**config.mk**
```make
export PLATFORM = sky130hd
export DESIGN_NAME = rv_frontend_top
export DESIGN_NICKNAME = d
export VERILOG_FILES = /design/src/rv_fetch_pkg.sv /design/src/rv_fetch_ifs.sv /design/src/rv_icache.sv /design/src/rv_fetch.sv /design/src/rv_fetch_queue.sv /design/src/rv_predecode.sv /design/src/rv_frontend_top.sv
export VERILOG_INCLUDE_DIRS = /design/src
export SDC_FILE = /design/constraint.sdc
export NUM_CORES = 1
export LEC_CHECK = 0
export BUFFER_PORTS_ARGS = -buffer_cell sky130_fd_sc_hd__buf_2
export CORE_MARGIN = 3
export CORE_UTILIZATION = 25
export CTS_BUF_LIST = sky130_fd_sc_hd__clkbuf_4 sky130_fd_sc_hd__clkbuf_8
export CTS_CLUSTER_DIAMETER = 120
export DETAILED_ROUTE_END_ITERATION = 16
export PLACE_DENSITY = 0.45
export SLEW_MARGIN = 20
export SYNTH_ARGS = -nofsm -noshare
export SYNTH_HDL_FRONTEND = slang
export SYNTH_SLANG_ARGS = --single-unit
export TNS_END_PERCENT = 5
```
**constraint.sdc**
```tcl
create_clock -name i_clock -period 7.15 [get_ports i_clock]
set_clock_uncertainty 0.2 [all_clocks]
set_input_delay 1.43 -clock i_clock [delete_from_list [all_inputs] [get_ports i_clock]]
set_output_delay 1.43 -clock i_clock [all_outputs]
set_load 0.005 [all_outputs]
```
**src/rv_fetch_settings.svh**
```systemverilog
`ifndef RV_FETCH_SETTINGS_SVH
`define RV_FETCH_SETTINGS_SVH

// First fetch address after reset
`define RV_RESET_VECTOR 32'h0000_0000

// One-word lines, power of two
`define RV_ICACHE_LINES 16

// Entries between fetch and predecode
`define RV_QUEUE_DEPTH 2

`endif

```
**src/rv_fetch_pkg.sv**
```systemverilog
package rv_fetch_pkg;

	typedef logic [31:0] addr_t;
	typedef logic [31:0] word_t;
	typedef logic [4:0] reg_idx_t;
	typedef logic [6:0] opcode_t;

	typedef enum logic [2:0] {
		ALU,
		LOAD,
		STORE,
		BRANCH,
		JUMP,
		SYSTEM,
		OTHER
	} inst_class_t;

	typedef enum logic [1:0] {
		FETCH,
		WAIT_JUMP,
		WAIT_IRQ
	} fetch_state_t;

	typedef enum logic {
		LOOKUP,
		REFILL
	} cache_state_t;

	// RV32I major opcodes
	localparam opcode_t OPC_LUI = 7'b0110111;
	localparam opcode_t OPC_AUIPC = 7'b0010111;
	localparam opcode_t OPC_JAL = 7'b1101111;
	localparam opcode_t OPC_JALR = 7'b1100111;
	localparam opcode_t OPC_BRANCH = 7'b1100011;
	localparam opcode_t OPC_LOAD = 7'b0000011;
	localparam opcode_t OPC_STORE = 7'b0100011;
	localparam opcode_t OPC_OP_IMM = 7'b0010011;
	localparam opcode_t OPC_OP = 7'b0110011;
	localparam opcode_t OPC_SYSTEM = 7'b1110011;

	// Full encodings of the system words that stop fetch
	localparam word_t INSN_ECALL = 32'h0000_0073;
	localparam word_t INSN_WFI = 32'h1050_0073;
	localparam word_t INSN_MRET = 32'h3020_0073;

endpackage

```
**src/rv_fetch_ifs.sv**
```systemverilog
// Fetch to instruction cache request channel
interface imem_if
	import rv_fetch_pkg::*;
();
	logic req;
	addr_t addr;
	logic ready;
	word_t rdata;

	modport fetch (
		output req,
		output addr,
		input ready,
		input rdata
	);

	modport cache (
		input req,
		input addr,
		output ready,
		output rdata
	);
endinterface

// Valid/ready stream of fetched words with their pc
interface inst_stream_if
	import rv_fetch_pkg::*;
();
	logic valid;
	addr_t pc;
	word_t instr;
	logic ready;

	modport source (output valid, output pc, output instr, input ready);
	modport sink (input valid, input pc, input instr, output ready);
endinterface

```
**src/rv_icache.sv**
```systemverilog
`include "rv_fetch_settings.svh"

module rv_icache
	import rv_fetch_pkg::*;
(
	input logic i_clock,
	input logic i_reset,
	imem_if.cache bus,
	output logic o_wb_cyc,
	output logic o_wb_stb,
	output addr_t o_wb_adr,
	input logic i_wb_ack,
	input word_t i_wb_dat
);
	localparam int LINES = `RV_ICACHE_LINES;
	localparam int IDX_W = $clog2(LINES);
	localparam int TAG_W = 32 - 2 - IDX_W;

	cache_state_t state;
	logic [LINES-1:0] line_valid;
	logic [TAG_W-1:0] tag_mem [LINES];
	word_t data_mem [LINES];

	logic [IDX_W-1:0] idx;
	logic [TAG_W-1:0] tag;
	logic hit;
	logic ready;
	word_t rdata;
	logic fill;

	// Word address splits into index and tag
	assign idx = bus.addr[IDX_W+1:2];
	assign tag = bus.addr[31:IDX_W+2];
	assign hit = line_valid[idx] && (tag_mem[idx] == tag);
	assign fill = (state == REFILL) && i_wb_ack;

	assign bus.ready = ready;
	assign bus.rdata = rdata;

	always_ff @(posedge i_clock) begin
		if (i_reset) begin
			state <= LOOKUP;
			line_valid <= '0;
			ready <= 1'b0;
			o_wb_cyc <= 1'b0;
			o_wb_stb <= 1'b0;
		end else begin
			ready <= 1'b0;
			case (state)
				LOOKUP: begin
					// The request is still high in the cycle it is answered
					if (bus.req && !ready) begin
						if (hit) begin
							ready <= 1'b1;
						end else begin
							o_wb_cyc <= 1'b1;
							o_wb_stb <= 1'b1;
							state <= REFILL;
						end
					end
				end
				REFILL: begin
					if (i_wb_ack) begin
						o_wb_cyc <= 1'b0;
						o_wb_stb <= 1'b0;
						line_valid[idx] <= 1'b1;
						ready <= 1'b1;
						state <= LOOKUP;
					end
				end
				default: state <= LOOKUP;
			endcase
		end
	end

	// Line arrays and answer word
	always_ff @(posedge i_clock) begin
		if (fill) begin
			tag_mem[idx] <= tag;
			data_mem[idx] <= i_wb_dat;
			rdata <= i_wb_dat;
		end else begin
			rdata <= data_mem[idx];
		end
		if (state == LOOKUP) begin
			o_wb_adr <= {bus.addr[31:2], 2'b00};
		end
	end

endmodule

```
**src/rv_fetch.sv**
```systemverilog
`include "rv_fetch_settings.svh"

module rv_fetch
	import rv_fetch_pkg::*;
(
	input logic i_clock,
	input logic i_reset,
	input logic i_jump,
	input addr_t i_jump_pc,
	input logic i_irq_pending,
	input addr_t i_irq_pc,
	output logic o_irq_dispatched,
	output addr_t o_irq_epc,
	imem_if.fetch mem,
	inst_stream_if.source out
);
	fetch_state_t state;
	addr_t pc;
	logic req;
	logic irq_prev;
	logic irq_hold;
	logic irq_edge;
	logic irq_take;
	logic slot_free;
	logic word_in;
	logic out_valid;
	addr_t out_pc;
	word_t out_instr;
	opcode_t opcode;
	logic is_transfer;
	logic is_halt;

	assign opcode = mem.rdata[6:0];
	// Anything that changes the flow waits for the jump port
	assign is_transfer = (opcode == OPC_JAL) || (opcode == OPC_JALR) ||
		(opcode == OPC_BRANCH) || (mem.rdata == INSN_MRET);
	assign is_halt = (mem.rdata == INSN_ECALL) || (mem.rdata == INSN_WFI);

	assign word_in = (state == FETCH) && req && mem.ready;
	assign slot_free = !out_valid || out.ready;

	// Edge is remembered until the cache request has been answered
	assign irq_edge = i_irq_pending && !irq_prev;
	assign irq_take = (irq_edge || irq_hold) && !req && (state != WAIT_JUMP);

	assign mem.req = req;
	assign mem.addr = pc;
	assign out.valid = out_valid;
	assign out.pc = out_pc;
	assign out.instr = out_instr;

	always_ff @(posedge i_clock) begin
		if (i_reset) begin
			state <= FETCH;
			pc <= `RV_RESET_VECTOR;
			req <= 1'b0;
			irq_prev <= 1'b0;
			irq_hold <= 1'b0;
			out_valid <= 1'b0;
			o_irq_dispatched <= 1'b0;
		end else begin
			irq_prev <= i_irq_pending;
			irq_hold <= (irq_edge || irq_hold) && !irq_take && (state != WAIT_JUMP);
			o_irq_dispatched <= 1'b0;
			if (out.ready) begin
				out_valid <= 1'b0;
			end
			if (irq_take) begin
				o_irq_dispatched <= 1'b1;
				pc <= i_irq_pc;
				state <= FETCH;
			end else begin
				case (state)
					FETCH: begin
						if (req) begin
							if (mem.ready) begin
								req <= 1'b0;
								out_valid <= 1'b1;
								if (is_transfer) begin
									state <= WAIT_JUMP;
								end else if (is_halt) begin
									state <= WAIT_IRQ;
								end else begin
									pc <= pc + 32'd4;
								end
							end
						end else if (slot_free) begin
							req <= 1'b1;
						end
					end
					WAIT_JUMP: begin
						if (i_jump) begin
							pc <= i_jump_pc;
							state <= FETCH;
						end
					end
					WAIT_IRQ: begin
						// Left only through irq_take
					end
					default: state <= FETCH;
				endcase
			end
		end
	end

	// Output slot and return address
	always_ff @(posedge i_clock) begin
		if (word_in) begin
			out_pc <= pc;
			out_instr <= mem.rdata;
		end
		if (irq_take) begin
			o_irq_epc <= pc;
		end
	end

endmodule

```
**src/rv_fetch_queue.sv**
```systemverilog
`include "rv_fetch_settings.svh"

module rv_fetch_queue
	import rv_fetch_pkg::*;
(
	input logic i_clock,
	input logic i_reset,
	inst_stream_if.sink in,
	inst_stream_if.source out
);
	localparam int DEPTH = `RV_QUEUE_DEPTH;
	localparam int PTR_W = (DEPTH > 1) ? $clog2(DEPTH) : 1;
	localparam logic [PTR_W:0] FULL_COUNT = (PTR_W + 1)'(DEPTH);
	localparam logic [PTR_W-1:0] LAST_PTR = PTR_W'(DEPTH - 1);

	addr_t pc_mem [DEPTH];
	word_t instr_mem [DEPTH];
	logic [PTR_W-1:0] wr_ptr;
	logic [PTR_W-1:0] rd_ptr;
	logic [PTR_W:0] count;
	logic push;
	logic pop;

	assign in.ready = (count != FULL_COUNT);
	assign out.valid = (count != '0);
	assign out.pc = pc_mem[rd_ptr];
	assign out.instr = instr_mem[rd_ptr];

	assign push = in.valid && in.ready;
	assign pop = out.valid && out.ready;

	always_ff @(posedge i_clock) begin
		if (i_reset) begin
			wr_ptr <= '0;
			rd_ptr <= '0;
			count <= '0;
		end else begin
			if (push) begin
				wr_ptr <= (wr_ptr == LAST_PTR) ? '0 : wr_ptr + 1'b1;
			end
			if (pop) begin
				rd_ptr <= (rd_ptr == LAST_PTR) ? '0 : rd_ptr + 1'b1;
			end
			// Simultaneous push and pop leaves the count alone
			case ({push, pop})
				2'b10: count <= count + 1'b1;
				2'b01: count <= count - 1'b1;
				default: count <= count;
			endcase
		end
	end

	always_ff @(posedge i_clock) begin
		if (push) begin
			pc_mem[wr_ptr] <= in.pc;
			instr_mem[wr_ptr] <= in.instr;
		end
	end

endmodule

```
**src/rv_predecode.sv**
```systemverilog
module rv_predecode
	import rv_fetch_pkg::*;
(
	input logic i_clock,
	input logic i_reset,
	inst_stream_if.sink in,
	input logic i_busy,
	output logic o_valid,
	output addr_t o_pc,
	output word_t o_instr,
	output reg_idx_t o_rs1,
	output reg_idx_t o_rs2,
	output reg_idx_t o_rd,
	output inst_class_t o_class
);
	opcode_t opcode;
	logic has_rs1;
	logic has_rs2;
	logic has_rd;
	inst_class_t cls;

	assign opcode = in.instr[6:0];

	// Register empty or being taken this cycle
	assign in.ready = !o_valid || !i_busy;

	always_comb begin
		has_rs1 = 1'b0;
		has_rs2 = 1'b0;
		has_rd = 1'b0;
		cls = OTHER;
		case (opcode)
			OPC_OP: begin
				cls = ALU;
				has_rs1 = 1'b1;
				has_rs2 = 1'b1;
				has_rd = 1'b1;
			end
			OPC_OP_IMM: begin
				cls = ALU;
				has_rs1 = 1'b1;
				has_rd = 1'b1;
			end
			OPC_LUI, OPC_AUIPC: begin
				cls = ALU;
				has_rd = 1'b1;
			end
			OPC_LOAD: begin
				cls = LOAD;
				has_rs1 = 1'b1;
				has_rd = 1'b1;
			end
			OPC_STORE, OPC_BRANCH: begin
				cls = (opcode == OPC_STORE) ? STORE : BRANCH;
				has_rs1 = 1'b1;
				has_rs2 = 1'b1;
			end
			OPC_JAL: begin
				cls = JUMP;
				has_rd = 1'b1;
			end
			// JALR and the CSR group are I format
			OPC_JALR, OPC_SYSTEM: begin
				cls = (opcode == OPC_JALR) ? JUMP : SYSTEM;
				has_rs1 = 1'b1;
				has_rd = 1'b1;
			end
			default: cls = OTHER;
		endcase
	end

	always_ff @(posedge i_clock) begin
		if (i_reset) begin
			o_valid <= 1'b0;
		end else if (in.ready) begin
			o_valid <= in.valid;
		end
	end

	always_ff @(posedge i_clock) begin
		if (in.valid && in.ready) begin
			o_pc <= in.pc;
			o_instr <= in.instr;
			o_rs1 <= has_rs1 ? in.instr[19:15] : '0;
			o_rs2 <= has_rs2 ? in.instr[24:20] : '0;
			o_rd <= has_rd ? in.instr[11:7] : '0;
			o_class <= cls;
		end
	end

endmodule

```
**src/rv_frontend_top.sv**
```systemverilog
module rv_frontend_top
	import rv_fetch_pkg::*;
(
	input logic i_clock,
	input logic i_reset,

	// Wishbone classic refill master
	output logic o_wb_cyc,
	output logic o_wb_stb,
	output addr_t o_wb_adr,
	input logic i_wb_ack,
	input word_t i_wb_dat,

	input logic i_jump,
	input addr_t i_jump_pc,

	input logic i_irq_pending,
	input addr_t i_irq_pc,
	output logic o_irq_dispatched,
	output addr_t o_irq_epc,

	// Downstream stage
	input logic i_busy,
	output logic o_valid,
	output addr_t o_pc,
	output word_t o_instr,
	output reg_idx_t o_rs1,
	output reg_idx_t o_rs2,
	output reg_idx_t o_rd,
	output inst_class_t o_class
);
	imem_if imem ();
	inst_stream_if fetch_stream ();
	inst_stream_if decode_stream ();

	rv_icache icache (
		.i_clock(i_clock),
		.i_reset(i_reset),
		.bus(imem.cache),
		.o_wb_cyc(o_wb_cyc),
		.o_wb_stb(o_wb_stb),
		.o_wb_adr(o_wb_adr),
		.i_wb_ack(i_wb_ack),
		.i_wb_dat(i_wb_dat)
	);

	rv_fetch fetch (
		.i_clock(i_clock),
		.i_reset(i_reset),
		.i_jump(i_jump),
		.i_jump_pc(i_jump_pc),
		.i_irq_pending(i_irq_pending),
		.i_irq_pc(i_irq_pc),
		.o_irq_dispatched(o_irq_dispatched),
		.o_irq_epc(o_irq_epc),
		.mem(imem.fetch),
		.out(fetch_stream.source)
	);

	rv_fetch_queue queue (
		.i_clock(i_clock),
		.i_reset(i_reset),
		.in(fetch_stream.sink),
		.out(decode_stream.source)
	);

	rv_predecode predecode (
		.i_clock(i_clock),
		.i_reset(i_reset),
		.in(decode_stream.sink),
		.i_busy(i_busy),
		.o_valid(o_valid),
		.o_pc(o_pc),
		.o_instr(o_instr),
		.o_rs1(o_rs1),
		.o_rs2(o_rs2),
		.o_rd(o_rd),
		.o_class(o_class)
	);

endmodule

```
# Yosys cells after proc, flatten, opt, wreduce, memory -nomap -nowiden
# Memories as Yosys holds them, arrays and structs flattened. A register that Yosys moved wholly into a read port is not among the register bits.
# Index checks and enable logic that the tools add are counted.
# W data, S select, Z words.
# word_totals
regBits,239
ramBits,1056
input_bits,102
out_inout_bits,150
elab_cells,172
mem_count,4
# op_classes
addsub,5
order_cmp,2
eq_ne,35
mux,55
bitwise,4
reduce_logical,43
# memory_table
name,depth,word_bits,read_ports,rd_ports_with_merged_regs,write_ports,line_no,text
icache.data_mem,16,32,1,1,1,rv_icache.sv:22,word_t data_mem [LINES];
icache.tag_mem,16,26,1,1,1,rv_icache.sv:21,logic [TAG_W-1:0] tag_mem [LINES];
queue.instr_mem,2,32,1,1,1,rv_fetch_queue.sv:17,word_t instr_mem [DEPTH];
queue.pc_mem,2,32,1,1,1,rv_fetch_queue.sv:16,addr_t pc_mem [DEPTH];
# ops
cell,count
$mux W32,6
$pmux W32 S2,1
$eq A7 B7 Y1 const B,7
$mux W1,33
$add A32 B3 Y32 const B,1
$eq A32 B29 Y1 const B,1
$eq A32 B30 Y1 const B,1
$eq A32 B7 Y1 const B,1
$eq A26 B26 Y1,1
$eq A7 B6 Y1 const B,3
$or A16 B16 Y16,1
$pmux W3 S5,1
$eq A7 B5 Y1 const B,2
$logic_and A1 B1 Y1,13
$ne A3 B2 Y1 const B,4
$mux W2,5
$ne A2 B2 Y1 const B,5
$mux W4,2
$reduce_or A8 Y1,1
$eq A7 B2 Y1 const B,1
$logic_not A1 Y1,7
$logic_or A1 B1 Y1,7
$reduce_or A7 Y1,1
$ne A2 B1 Y1 const B,3
other kinds (24),36

# Logic depth before layout (Yosys ltp)
# Gate-level depths: netlist of run 1.
# depth
ltp_word,11
ltp_mapped,14

# By module
# From an unflattened synthesis of run 1, not the netlist that was laid out.
# unflattened
cells_unflattened,2517
area_unflattened_um2,51167.8
# modules_own_cells
mod,instances,cells_each,area_each_um2
rv_icache,1,1688,37726.2
rv_fetch,1,481,5853.1
rv_fetch_queue,1,223,4822.1
rv_predecode,1,125,2766.4

# Worst setup path before layout of run 1
# Ideal clock, no wire load.
# synth_path
path_type,input to register
startpoint,input i_busy
endpoint,register queue.count[1]
arrival_ps,6783
path_slack_ps,96
path_stages,4
path_buffers,0
cell_sequence,a21oi_1 ha_1 or3_1 a21oi_1
# synth_between
elab_chain_cells,5
elab_cells_between_ends,7
classes_between,2 x eq/ne; 1 x mux; 4 x reduce/logical
# synth_rtl
item,line_no,text
start: declaration,rv_frontend_top.sv:23,"input logic i_busy,"
$logic_not A1 Y1 (*),rv_predecode.sv:25,assign in.ready = !o_valid || !i_busy;
$logic_or A1 B1 Y1 (*),rv_predecode.sv:25,
$logic_and A1 B1 Y1 (*),rv_fetch_queue.sv:30,assign pop = out.valid && out.ready;
$eq A2 B1 Y1 / $eq A2 B2 Y1 (equally long branches),rv_fetch_queue.sv:45,"case ({push, pop})"
$pmux W2 S2 / $reduce_bool A2 Y1 (equally long branches),-,
end signal: assignment,rv_fetch_queue.sv:46,2'b10: count <= count + 1'b1;
end signal: assignment,rv_fetch_queue.sv:47,2'b01: count <= count - 1'b1;
end signal: assignment,rv_fetch_queue.sv:48,default: count <= count;
end: declaration,rv_fetch_queue.sv:20,logic [PTR_W:0] count;
# Every way passes the cells marked *; elsewhere a longest branch is shown, timed or not.
# A chain may end at the register's enable or synchronous reset.

==> impl_metrics.env, run 1 <==
export IMPL_yosys_warnings=0
export IMPL_gp_congestion=0.780
export IMPL_clk_pin_slew_worst_paths_ns=0.07
export IMPL_clockRootBuffer="clkbuf_8"
export IMPL_grt_overflow=0
export IMPL_cts_tree="built"
export IMPL_critPathArrivalTime_ns=5.34
export IMPL_post_route_cell_area_sq_um=59200
export IMPL_endpoint_kind="register"
export IMPL_cts_max_path_buffers=3
export IMPL_cp_required_ns=7.71
export IMPL_final_cells=5589
export IMPL_combPwrFrac=0.093
export IMPL_rsz0062_at_grt="false"
export IMPL_synth_most_common_cell="edfxtp_1"
export IMPL_place_ws_ns=2.32
export IMPL_swShare=0.240
export IMPL_post_drt_wl_per_cell_microns=25.1
export IMPL_met1_usage=0.178
export IMPL_hold_violations=0
export IMPL_io_pin_count=252
export IMPL_use_met2=0.226
export IMPL_synth_main_ff_cell="edfxtp_1"
export IMPL_htree_levels=4
export IMPL_worstPathCellList="buf_4 > mux4_2 > a22oi_1 > nand2_1 > nor4_1 > nand3b_1 > a211oi_2 > o21ai_2 > buf_4 > nand2_2 > o32ai_2"
export IMPL_cts_num_sinks=1336
export IMPL_netlist_instances=2351
export IMPL_avgViaCountPerCell=4.47
export IMPL_place_inst=5203
export IMPL_grt_first_pass_wirelength_microns=198000
export IMPL_ys_seq_area_frac=0.787
export IMPL_first_pass_iters=5
export IMPL_wl_microns=140000
export IMPL_grt_pass1_vias=26015
export IMPL_clockPowerShare=0.380
export IMPL_leakage_nw=18.8
export IMPL_syn_area_sq_um=50000
export IMPL_max_stage_delay_ns=0.90
export IMPL_place_area_sq_um=55000
export IMPL_yosys_top_cells_area="edfxtp_1 76%, mux4_2 11%, dfxtp_1 2.9%"
export IMPL_pwr_density_cell_nw_per_um2=291
export IMPL_power_switching_mw=4.13
export IMPL_startpoint_type="register"
export IMPL_use_met3=0.0243
export IMPL_grt_busiest_layer="met2"
export IMPL_num_nets_final=2880
export IMPL_grt_use_total=0.135
export IMPL_fin_util=0.299
export IMPL_vdd_drop_max_mv=0.147
export IMPL_ys_top_cells_by_count="1264 x edfxtp_1, 254 x mux4_2, 108 x nor2_1"
export IMPL_power_frac_seq=0.527
export IMPL_tightest_slew_ns=1.03
export IMPL_port_buffer_count=249
export IMPL_postCtsSetupBuffers=0
export IMPL_n_fill_cell=19394
export IMPL_antenna_left=0
export IMPL_synth_top_area_frac=0.759
export IMPL_maxCapViolations=0
export IMPL_path_max_fanout=50
export IMPL_syn_area_per_cell_sq_um=21.3
export IMPL_period_share=0.669
export IMPL_synth_edf_count=1264
export IMPL_hold_buffers=0
export IMPL_multi_input_area_sq_um=10200
export IMPL_antenna_found_initial=28
export IMPL_ys_types=64
export IMPL_setup_slack_ns=2.37
export IMPL_total_power_mw=17.2
export IMPL_crit_slowest_cell="dfxtp_4"
export IMPL_async_flop_share=0
export IMPL_yosys_area_top_type="edfxtp_1"
export IMPL_finalHoldWorstSlack_ns=0.234
export IMPL_start_util=0.252
export IMPL_core_area_sq_um=198000
export IMPL_vias=24974
export IMPL_status="complete, no violations"
export IMPL_max_slew_margin=0.313
export IMPL_critPathKind="register to register"
export IMPL_dp_hpwl_microns=79700
export IMPL_seqCellArea_sq_um=39400
export IMPL_rows=163
export IMPL_clk_latency_ns=0.93
export IMPL_period_minus_slack_ns=4.78
export IMPL_crit_top_cell="buf_4"
export IMPL_fp_dieW_microns=453
export IMPL_setup_viol=0
export IMPL_p_int_mw=13.1
export IMPL_synth_seq_cells=1336
export IMPL_drive_gt1_frac=0.349
export IMPL_tns_ns=0
export IMPL_die_h_microns=453
export IMPL_die_area_sq_um=206000
export IMPL_numCtsBuffers=208
export IMPL_cts_resized=0
export IMPL_hp_class="register to register"
export IMPL_fmax_mhz=209
export IMPL_drv_slew=0
export IMPL_drtIter0Drc=2017
export IMPL_drc=0
export IMPL_grt_max_degree=83
export IMPL_areaGrowthSynthToFinish_pct=18.4
## layout by cell type, fill, tap and decap left out, types with 49 or more instances in the layout
| master | count |
|---|---|
| mux2_2 | 62 |
| clkinv_1 | 49 |
| clkbuf_8 | 219 |
| nand2_1 | 66 |
| mux4_2 | 254 |
| clkbuf_4 | 77 |
| buf_2 | 249 |
| nor2_1 | 93 |
| dfxtp_1 | 63 |
| edfxtp_1 | 1264 |
| buf_4 | 67 |
| a22oi_1 | 54 |
## cells by family (layout without fill, tap and decap cells)
logic type / after synthesis / count (layout) / synth area share
buffers and inverters: 135 / 727 / 0.0125
DFF: 1336 / 1336 / 0.787
muxes: 334 / 334 / 0.135
xor gates and xnor gates: 43 / 43 / 0.00753
and+or+nand+nor: 299 / 299 / 0.0280
other: 1 / 7 / 0.0000750
adders and majority gates: 5 / 5 / 0.00125
AOI/OAI and AO/OA: 198 / 198 / 0.0278
## final timing paths
check / depth (start not counted) / from / endpoint / slack, ns
worst max-delay path: 11 / register / fetch.mem.addr[30]$_SDFFE_PP0P_ / 2.37
worst min-delay path: 0 / fetch.out.instr[10]$_DFFE_PP_ / queue.instr_mem[1][10]$_DFFE_PP_ / 0.23
worst max register to register: 11 / register / fetch.mem.addr[30]$_SDFFE_PP0P_ / 2.37
worst min register to register: 0 / fetch.out.instr[10]$_DFFE_PP_ / queue.instr_mem[1][10]$_DFFE_PP_ / 0.23
## flip-flops by register name (all words and copies together), names as in the netlist, 2 cells and up, named ones only
signal             flops
fetch.out.instr       32
queue.count            2
fetch.state            2
icache.o_wb_adr       30
fetch.mem.addr        32
fetch.o_irq_epc       32
predecode.o_class      3
predecode.o_rs2        5
queue.pc_mem          64
predecode.o_instr     32
icache.tag_mem       416
predecode.o_pc        32
predecode.o_rs1        5
queue.instr_mem       64
icache.line_valid     16
icache.data_mem      512
predecode.o_rd         5
fetch.out.pc          32
## routing by layer
metal | wire [microns] | share of wire | vias to the layer above
li1 | - | - | 10607
met1 | 60500 | 0.43 | 13414
met2 | 69700 | 0.50 | 696
met3 | 6490 | 0.046 | 247
met4 | 3380 | 0.024 | 10
met5 | 70 | 0.00050 | -
## power by group through the flow
stage / registers (mW) / logic (mW) / clock network [mW]
global placement: 9.24 / 1.63 / 0
CTS: 9.08 / 1.64 / 6.78
floorplan: 9.24 / 0.843 / 0
global route: 9.10 / 1.73 / 7.14
detailed placement: 9.24 / 1.64 / 0
finish: 9.07 / 1.60 / 6.55
## cell type report
cell class | count | share of cell area
clock inverters | 85 | 0.0108
multi-input cells | 881 | 0.172
repair buffers | 328 | 0.0336
well taps | 2640 | 0.0558
flip-flops and latches | 1336 | 0.666
clock buffers | 296 | 0.0606
diodes | 5 | 0.000211
inverters | 18 | 0.00114
## critical path, delay by kind of cell (launching register included)
kind | cells | cell delay, ns
AOI/OAI and AO/OA | 4 | 0.95
buffers and inverters | 2 | 0.88
DFF | 1 | 0.90
muxes | 1 | 0.38
and+or+nand+nor | 4 | 1.23
Note: power is estimated with default switching activity, not from simulation.
==> run 2, diff against run 1 <==
clock period = 4.2 ns   (was 7.15 ns; I/O delays follow)
==> run 2 against run 1 <==
Via count grew 1.9%. First-iteration DRC count grew 5.1%. Critical path depth grew 1. Combinational power grew 85%. Utilization grew 0.67 points. Fmax grew 20%. Cell area grew 2.3%. Non-clock buffer count grew 123. Hold slack lost 0.12 ns. Count of clock-buffer cells in the layout shrank 10.
==> impl_metrics.env, run 2 (synthesis results as in run 1) <==
export IMPL_crit_top_cell="buf_4"
export IMPL_rows=163
export IMPL_crit_buf_inv=3
export IMPL_place_area_sq_um=55900
export IMPL_post_route_cell_area_sq_um=60600
export IMPL_hold_violations=0
export IMPL_die_area_sq_um=206000
export IMPL_crit_family="compound AO/OA/AOI/OAI gates"
export IMPL_post_drt_wl_per_cell_microns=24.8
export IMPL_place_inst=5284
export IMPL_drive_gt1_frac=0.361
export IMPL_num_nets_final=3008
export IMPL_leakage_nw=19.5
export IMPL_critPathArrivalTime_ns=4.58
export IMPL_crit_slowest_cell="or4b_4"
export IMPL_grt_pass1_vias=26667
export IMPL_die_h_microns=453
export IMPL_status="complete, no violations"
export IMPL_final_cells=5721
export IMPL_clk_pin_slew_worst_paths_ns=0.07
export IMPL_setup_slack_ns=0.230
export IMPL_drv_slew=0
export IMPL_cts_num_sinks=1336
export IMPL_fmax_mhz=252
export IMPL_maxCapViolations=0
export IMPL_critPathKind="register to register"
export IMPL_antenna_found_initial=14
export IMPL_vdd_drop_max_mv=0.250
export IMPL_reg_top3="icache.data_mem x512, icache.tag_mem x416"
export IMPL_drtIter0Drc=2119
export IMPL_largest_register="icache.data_mem"
export IMPL_rsz0062_at_grt="false"
export IMPL_core_area_sq_um=198000
export IMPL_cts_tree="built"
export IMPL_fp_dieW_microns=453
export IMPL_path_max_fanout=28
export IMPL_numCtsBuffers=213
export IMPL_place_ws_ns=0.212
export IMPL_setup_viol=0
export IMPL_cts_max_path_buffers=3
export IMPL_startpoint_type="register"
export IMPL_fin_util=0.306
export IMPL_finalHoldWorstSlack_ns=0.109
export IMPL_clk_latency_ns=0.93
export IMPL_period_share=0.945
export IMPL_areaGrowthSynthToFinish_pct=21.1
export IMPL_period_minus_slack_ns=3.97
export IMPL_max_stage_delay_ns=0.62
export IMPL_grt_overflow=0
export IMPL_vias=25452
export IMPL_tns_ns=0
export IMPL_cp_required_ns=4.81
export IMPL_port_buffer_count=249
export IMPL_clockRootBuffer="clkbuf_8"
export IMPL_grt_first_pass_wirelength_microns=201000
export IMPL_drc=0
export IMPL_tightest_slew_ns=1.03
export IMPL_antenna_left=0
export IMPL_gp_congestion=0.797
export IMPL_io_pin_count=252
export IMPL_worstPathCellList="buf_4 > buf_4 > mux4_2 > a22oi_1 > nand2_2 > a21oi_1 > nor3_1 > or4b_4 > o21ai_4 > buf_12 > o21ai_0 > a32o_1"
export IMPL_dp_hpwl_microns=86000
export IMPL_grt_use_total=0.136
export IMPL_final_cell_mix="1264 x edfxtp_1, 254 x mux4_2, 249 x buf_2, 219 x clkbuf_8, 124 x buf_4"
export IMPL_first_pass_iters=5
export IMPL_wl_microns=142000
export IMPL_largest_register_ffs=512
export IMPL_total_power_mw=29.5
export IMPL_pwr_density_cell_nw_per_um2=487
export IMPL_avgViaCountPerCell=4.45
export IMPL_mostFrequentLayoutCell="edfxtp_1"
export IMPL_max_slew_margin=0.313
export IMPL_n_fill_cell=19322
export IMPL_htree_levels=4
export IMPL_endpoint_kind="register"
export IMPL_hp_class="input pin to register"
export IMPL_grt_max_degree=84
export IMPL_start_util=0.252
## run 2: per-layer routing
layer / part of all wire / wire (microns) / track usage
met1: 0.43 / 60900 / 0.178
met4: 0.026 / 3690 / 0.0435
met2: 0.50 / 70900 / 0.230
met5: 0.00019 / 27 / 0
met3: 0.043 / 6090 / 0.0239
## run 2: timing repair
| item | in CTS | in global routing |
|---|---|---|
| endpoints found under the setup margin | 0 | 4 |
| hold buffers | 41 | 0 |
| setup buffers | 0 | 1 |
| hold endpoints to repair | 480 | 0 |
| gates resized for setup | 0 | 3 |
## run 2: worst min-delay path: cells and delay by family
family	cells	cell delay, ns
mux	1	0.08
simple gates	2	0.12
buf+inv	1	0.07
compound gates	1	0.08
## run 2: where the power goes
group	leakage (nW)	total [mW]	switching, mW	internal, mW
Clock	2.24	11.1	5.20	5.94
Combinational	4.93	2.96	1.71	1.25
Sequential	12.3	15.4	0.230	15.2
Total	19.5	29.5	7.13	22.4
## run 2: worst paths after layout
check / from / endpoint / slack (ns) / cells after the start
max: register / fetch.mem.addr[20]$_SDFFE_PP0P_ / 0.23 / 12
min reg2reg: fetch.out.pc[29]$_DFFE_PP_ / queue.pc_mem[1][29]$_DFFE_PP_ / 0.24 / 0
min: i_jump_pc[19] / fetch.mem.addr[19]$_SDFFE_PP0P_ / 0.11 / 5
max reg2reg: register / fetch.mem.addr[20]$_SDFFE_PP0P_ / 0.23 / 12
## run 2: layout make-up
class	instances	area (sq um)	area share
clock buffers	286	3520	0.0581
diodes	7	17.5	0.000289
clock inverters	102	709	0.0117
well taps	2640	3300	0.0545
multi-input cells	881	10200	0.168
flip-flops and latches	1336	39400	0.651
repair buffers	451	3340	0.0551
inverters	18	67.6	0.00112
==> run 3, diff against run 2 <==
PLACE_DENSITY = 0.43   (was 0.45)
REMOVE_ABC_BUFFERS = 1   (was default)
clock period = 4.05 ns   (was 4.2 ns; I/O delays follow)
==> run 3 against run 2 <==
Global-route usage increased by 0.20 points. Hold slack gained 0.028 ns. Total power increased by 4.5%.
==> impl_metrics.env, run 3 (synthesis results as in run 1) <==
export IMPL_fmax_mhz=257
export IMPL_first_pass_iters=5
export IMPL_clk_latency_ns=0.94
export IMPL_max_slew_margin=0.252
export IMPL_areaGrowthSynthToFinish_pct=21.5
export IMPL_tightest_slew_ns=1.12
export IMPL_grt_overflow=0
export IMPL_drc=0
export IMPL_r2r_end="fetch.mem.addr[28]$_SDFFE_PP0P_"
export IMPL_r2r_setup_slack_ns=0.16
export IMPL_gp_congestion=0.797
export IMPL_largest_register_ffs=512
export IMPL_critPathArrivalTime_ns=4.45
export IMPL_hold_start="i_jump_pc[14]"
export IMPL_htree_levels=4
export IMPL_grt_use_total=0.138
export IMPL_setup_viol=0
export IMPL_grt_first_pass_wirelength_microns=203000
export IMPL_fin_util=0.307
export IMPL_hp_class="input pin to register"
export IMPL_cts_tree="built"
export IMPL_port_buffer_count=249
export IMPL_clk_pin_slew_worst_paths_ns=0.06
export IMPL_drv_slew=0
export IMPL_crit_slowest_cell="mux4_2"
export IMPL_worstPathCellList="buf_12 > clkbuf_16 > mux4_2 > a22o_1 > or2_1 > nor4_1 > o21ai_2 > buf_4 > a211oi_2 > buf_4 > o21ai_4 > buf_12 > mux2i_1 > o21ai_0"
export IMPL_maxCapViolations=0
export IMPL_rsz0062_at_grt="true"
export IMPL_wl_microns=144000
export IMPL_holdPathEnd="fetch.mem.addr[14]$_SDFFE_PP0P_"
export IMPL_core_area_sq_um=198000
export IMPL_crit_family="buffers and inverters"
export IMPL_die_h_microns=453
export IMPL_grt_max_degree=65
export IMPL_antenna_left=0
export IMPL_final_cell_mix="1264 x edfxtp_1, 254 x mux4_2, 249 x buf_2, 221 x clkbuf_8, 120 x buf_4"
export IMPL_drtIter0Drc=1836
export IMPL_holdPathStages=3
export IMPL_cts_max_path_buffers=3
export IMPL_antenna_found_initial=20
export IMPL_crit_buf_inv=5
export IMPL_drive_gt1_frac=0.363
export IMPL_fp_dieW_microns=453
export IMPL_tns_ns=0
export IMPL_place_area_sq_um=55800
export IMPL_status="complete, no violations"
export IMPL_endpoint_kind="register"
export IMPL_num_nets_final=3017
export IMPL_io_pin_count=252
export IMPL_max_stage_delay_ns=0.54
export IMPL_period_share=0.961
export IMPL_vdd_drop_max_mv=0.341
export IMPL_cp_required_ns=4.61
export IMPL_largest_register="icache.data_mem"
export IMPL_clockRootBuffer="clkbuf_8"
export IMPL_post_drt_wl_per_cell_microns=25.0
export IMPL_r2r_cells=14
export IMPL_total_power_mw=30.8
export IMPL_leakage_nw=19.5
export IMPL_numCtsBuffers=214
export IMPL_dp_hpwl_microns=84500
export IMPL_mostFrequentLayoutCell="edfxtp_1"
export IMPL_cts_num_sinks=1336
export IMPL_vias=25313
export IMPL_reg_top3="icache.data_mem x512, icache.tag_mem x416"
export IMPL_path_max_fanout=14
export IMPL_period_minus_slack_ns=3.89
export IMPL_critPathKind="register to register"
export IMPL_startpoint_type="register"
export IMPL_pwr_density_cell_nw_per_um2=507
export IMPL_grt_pass1_vias=26739
export IMPL_start_util=0.252
export IMPL_rows=163
export IMPL_avgViaCountPerCell=4.41
export IMPL_post_route_cell_area_sq_um=60800
export IMPL_n_fill_cell=19329
export IMPL_die_area_sq_um=206000
export IMPL_hold_violations=0
## run 3: changes by cell type in the layout (fill, tap and decap cells not counted), sizes merged
cell / previous run / this run
buf: 410 / 407
bufinv: 8 / 10
clkbuf: 286 / 289
clkinv: 83 / 81
clkinvlp: 3 / 8
diode: 7 / 9
dlygate4sd3: 41 / 51
inv: 26 / 22
## run 3: worst reg2reg max path, cell delays in order, from the launching register on
cell	delay (ns)
dfxtp_4	0.38
buf_12	0.19
clkbuf_16	0.26
mux4_2	0.54
a22o_1	0.21
or2_1	0.26
nor4_1	0.36
o21ai_2	0.11
buf_4	0.15
a211oi_2	0.27
buf_4	0.21
o21ai_4	0.14
buf_12	0.22
mux2i_1	0.13
o21ai_0	0.08
## run 3: layout make-up
class | count | area (sq um) | share of cell area
sequential | 1336 | 39400 | 0.649
clock buffer | 288 | 3540 | 0.0583
timing repair buffer | 459 | 3430 | 0.0565
inverter | 18 | 67.6 | 0.00111
clock inverter | 103 | 766 | 0.0126
antenna | 9 | 22.5 | 0.000371
multi-input combinational | 881 | 10200 | 0.168
tap | 2640 | 3300 | 0.0543
## run 3: through the flow
stage               worst slack (ns)  hold slack [ns]  instances
floorplan                      -5.09            0.221       2235
CTS                           0.0355          0.00341       5721
global placement              -0.237            0.222       5279
detailed placement            -0.246            0.229       5279
finish                         0.160            0.137       5734
global route                 -0.0129           0.0316       5730
## run 3: worst max-delay path by stage
stage	slack, ns	cells after the start	end
3_5_place_dp	-0.25	15	fetch.mem.addr[28]$_SDFFE_PP0P_
3_3_place_gp	-0.24	15	fetch.mem.addr[28]$_SDFFE_PP0P_
2_1_floorplan	-5.09	9	fetch.mem.addr[20]$_SDFFE_PP0P_
5_1_grt	-0.01	13	fetch.mem.addr[28]$_SDFFE_PP0P_
6_report	0.16	14	fetch.mem.addr[28]$_SDFFE_PP0P_
4_1_cts	0.04	14	fetch.mem.addr[26]$_SDFFE_PP0P_
## run 3: timing repair
| action | in CTS | in global routing |
|---|---|---|
| pin swaps | 0 | 2 |
| cloned | 0 | 1 |
| setup buffers | 0 | 3 |
| endpoints found under the setup margin | 35 | 31 |
| endpoints found under the hold margin | 518 | 0 |
| gates resized for setup | 3 | 10 |
| hold buffers | 51 | 0 |
## run 3: per-layer routing
| layer | global-route usage | part of all wire |
|---|---|---|
| met4 | 0.0401 | 0.024 |
| met1 | 0.174 | 0.42 |
| met2 | 0.241 | 0.52 |
| met5 | 0 | 0.00024 |
| met3 | 0.0253 | 0.039 |
## run 3: power breakdown
part | switching (mW) | internal [mW] | leakage, nW
Combinational | 1.79 | 1.33 | 4.98
Sequential | 0.251 | 15.7 | 12.3
Clock | 5.41 | 6.32 | 2.26
Total | 7.45 | 23.4 | 19.5
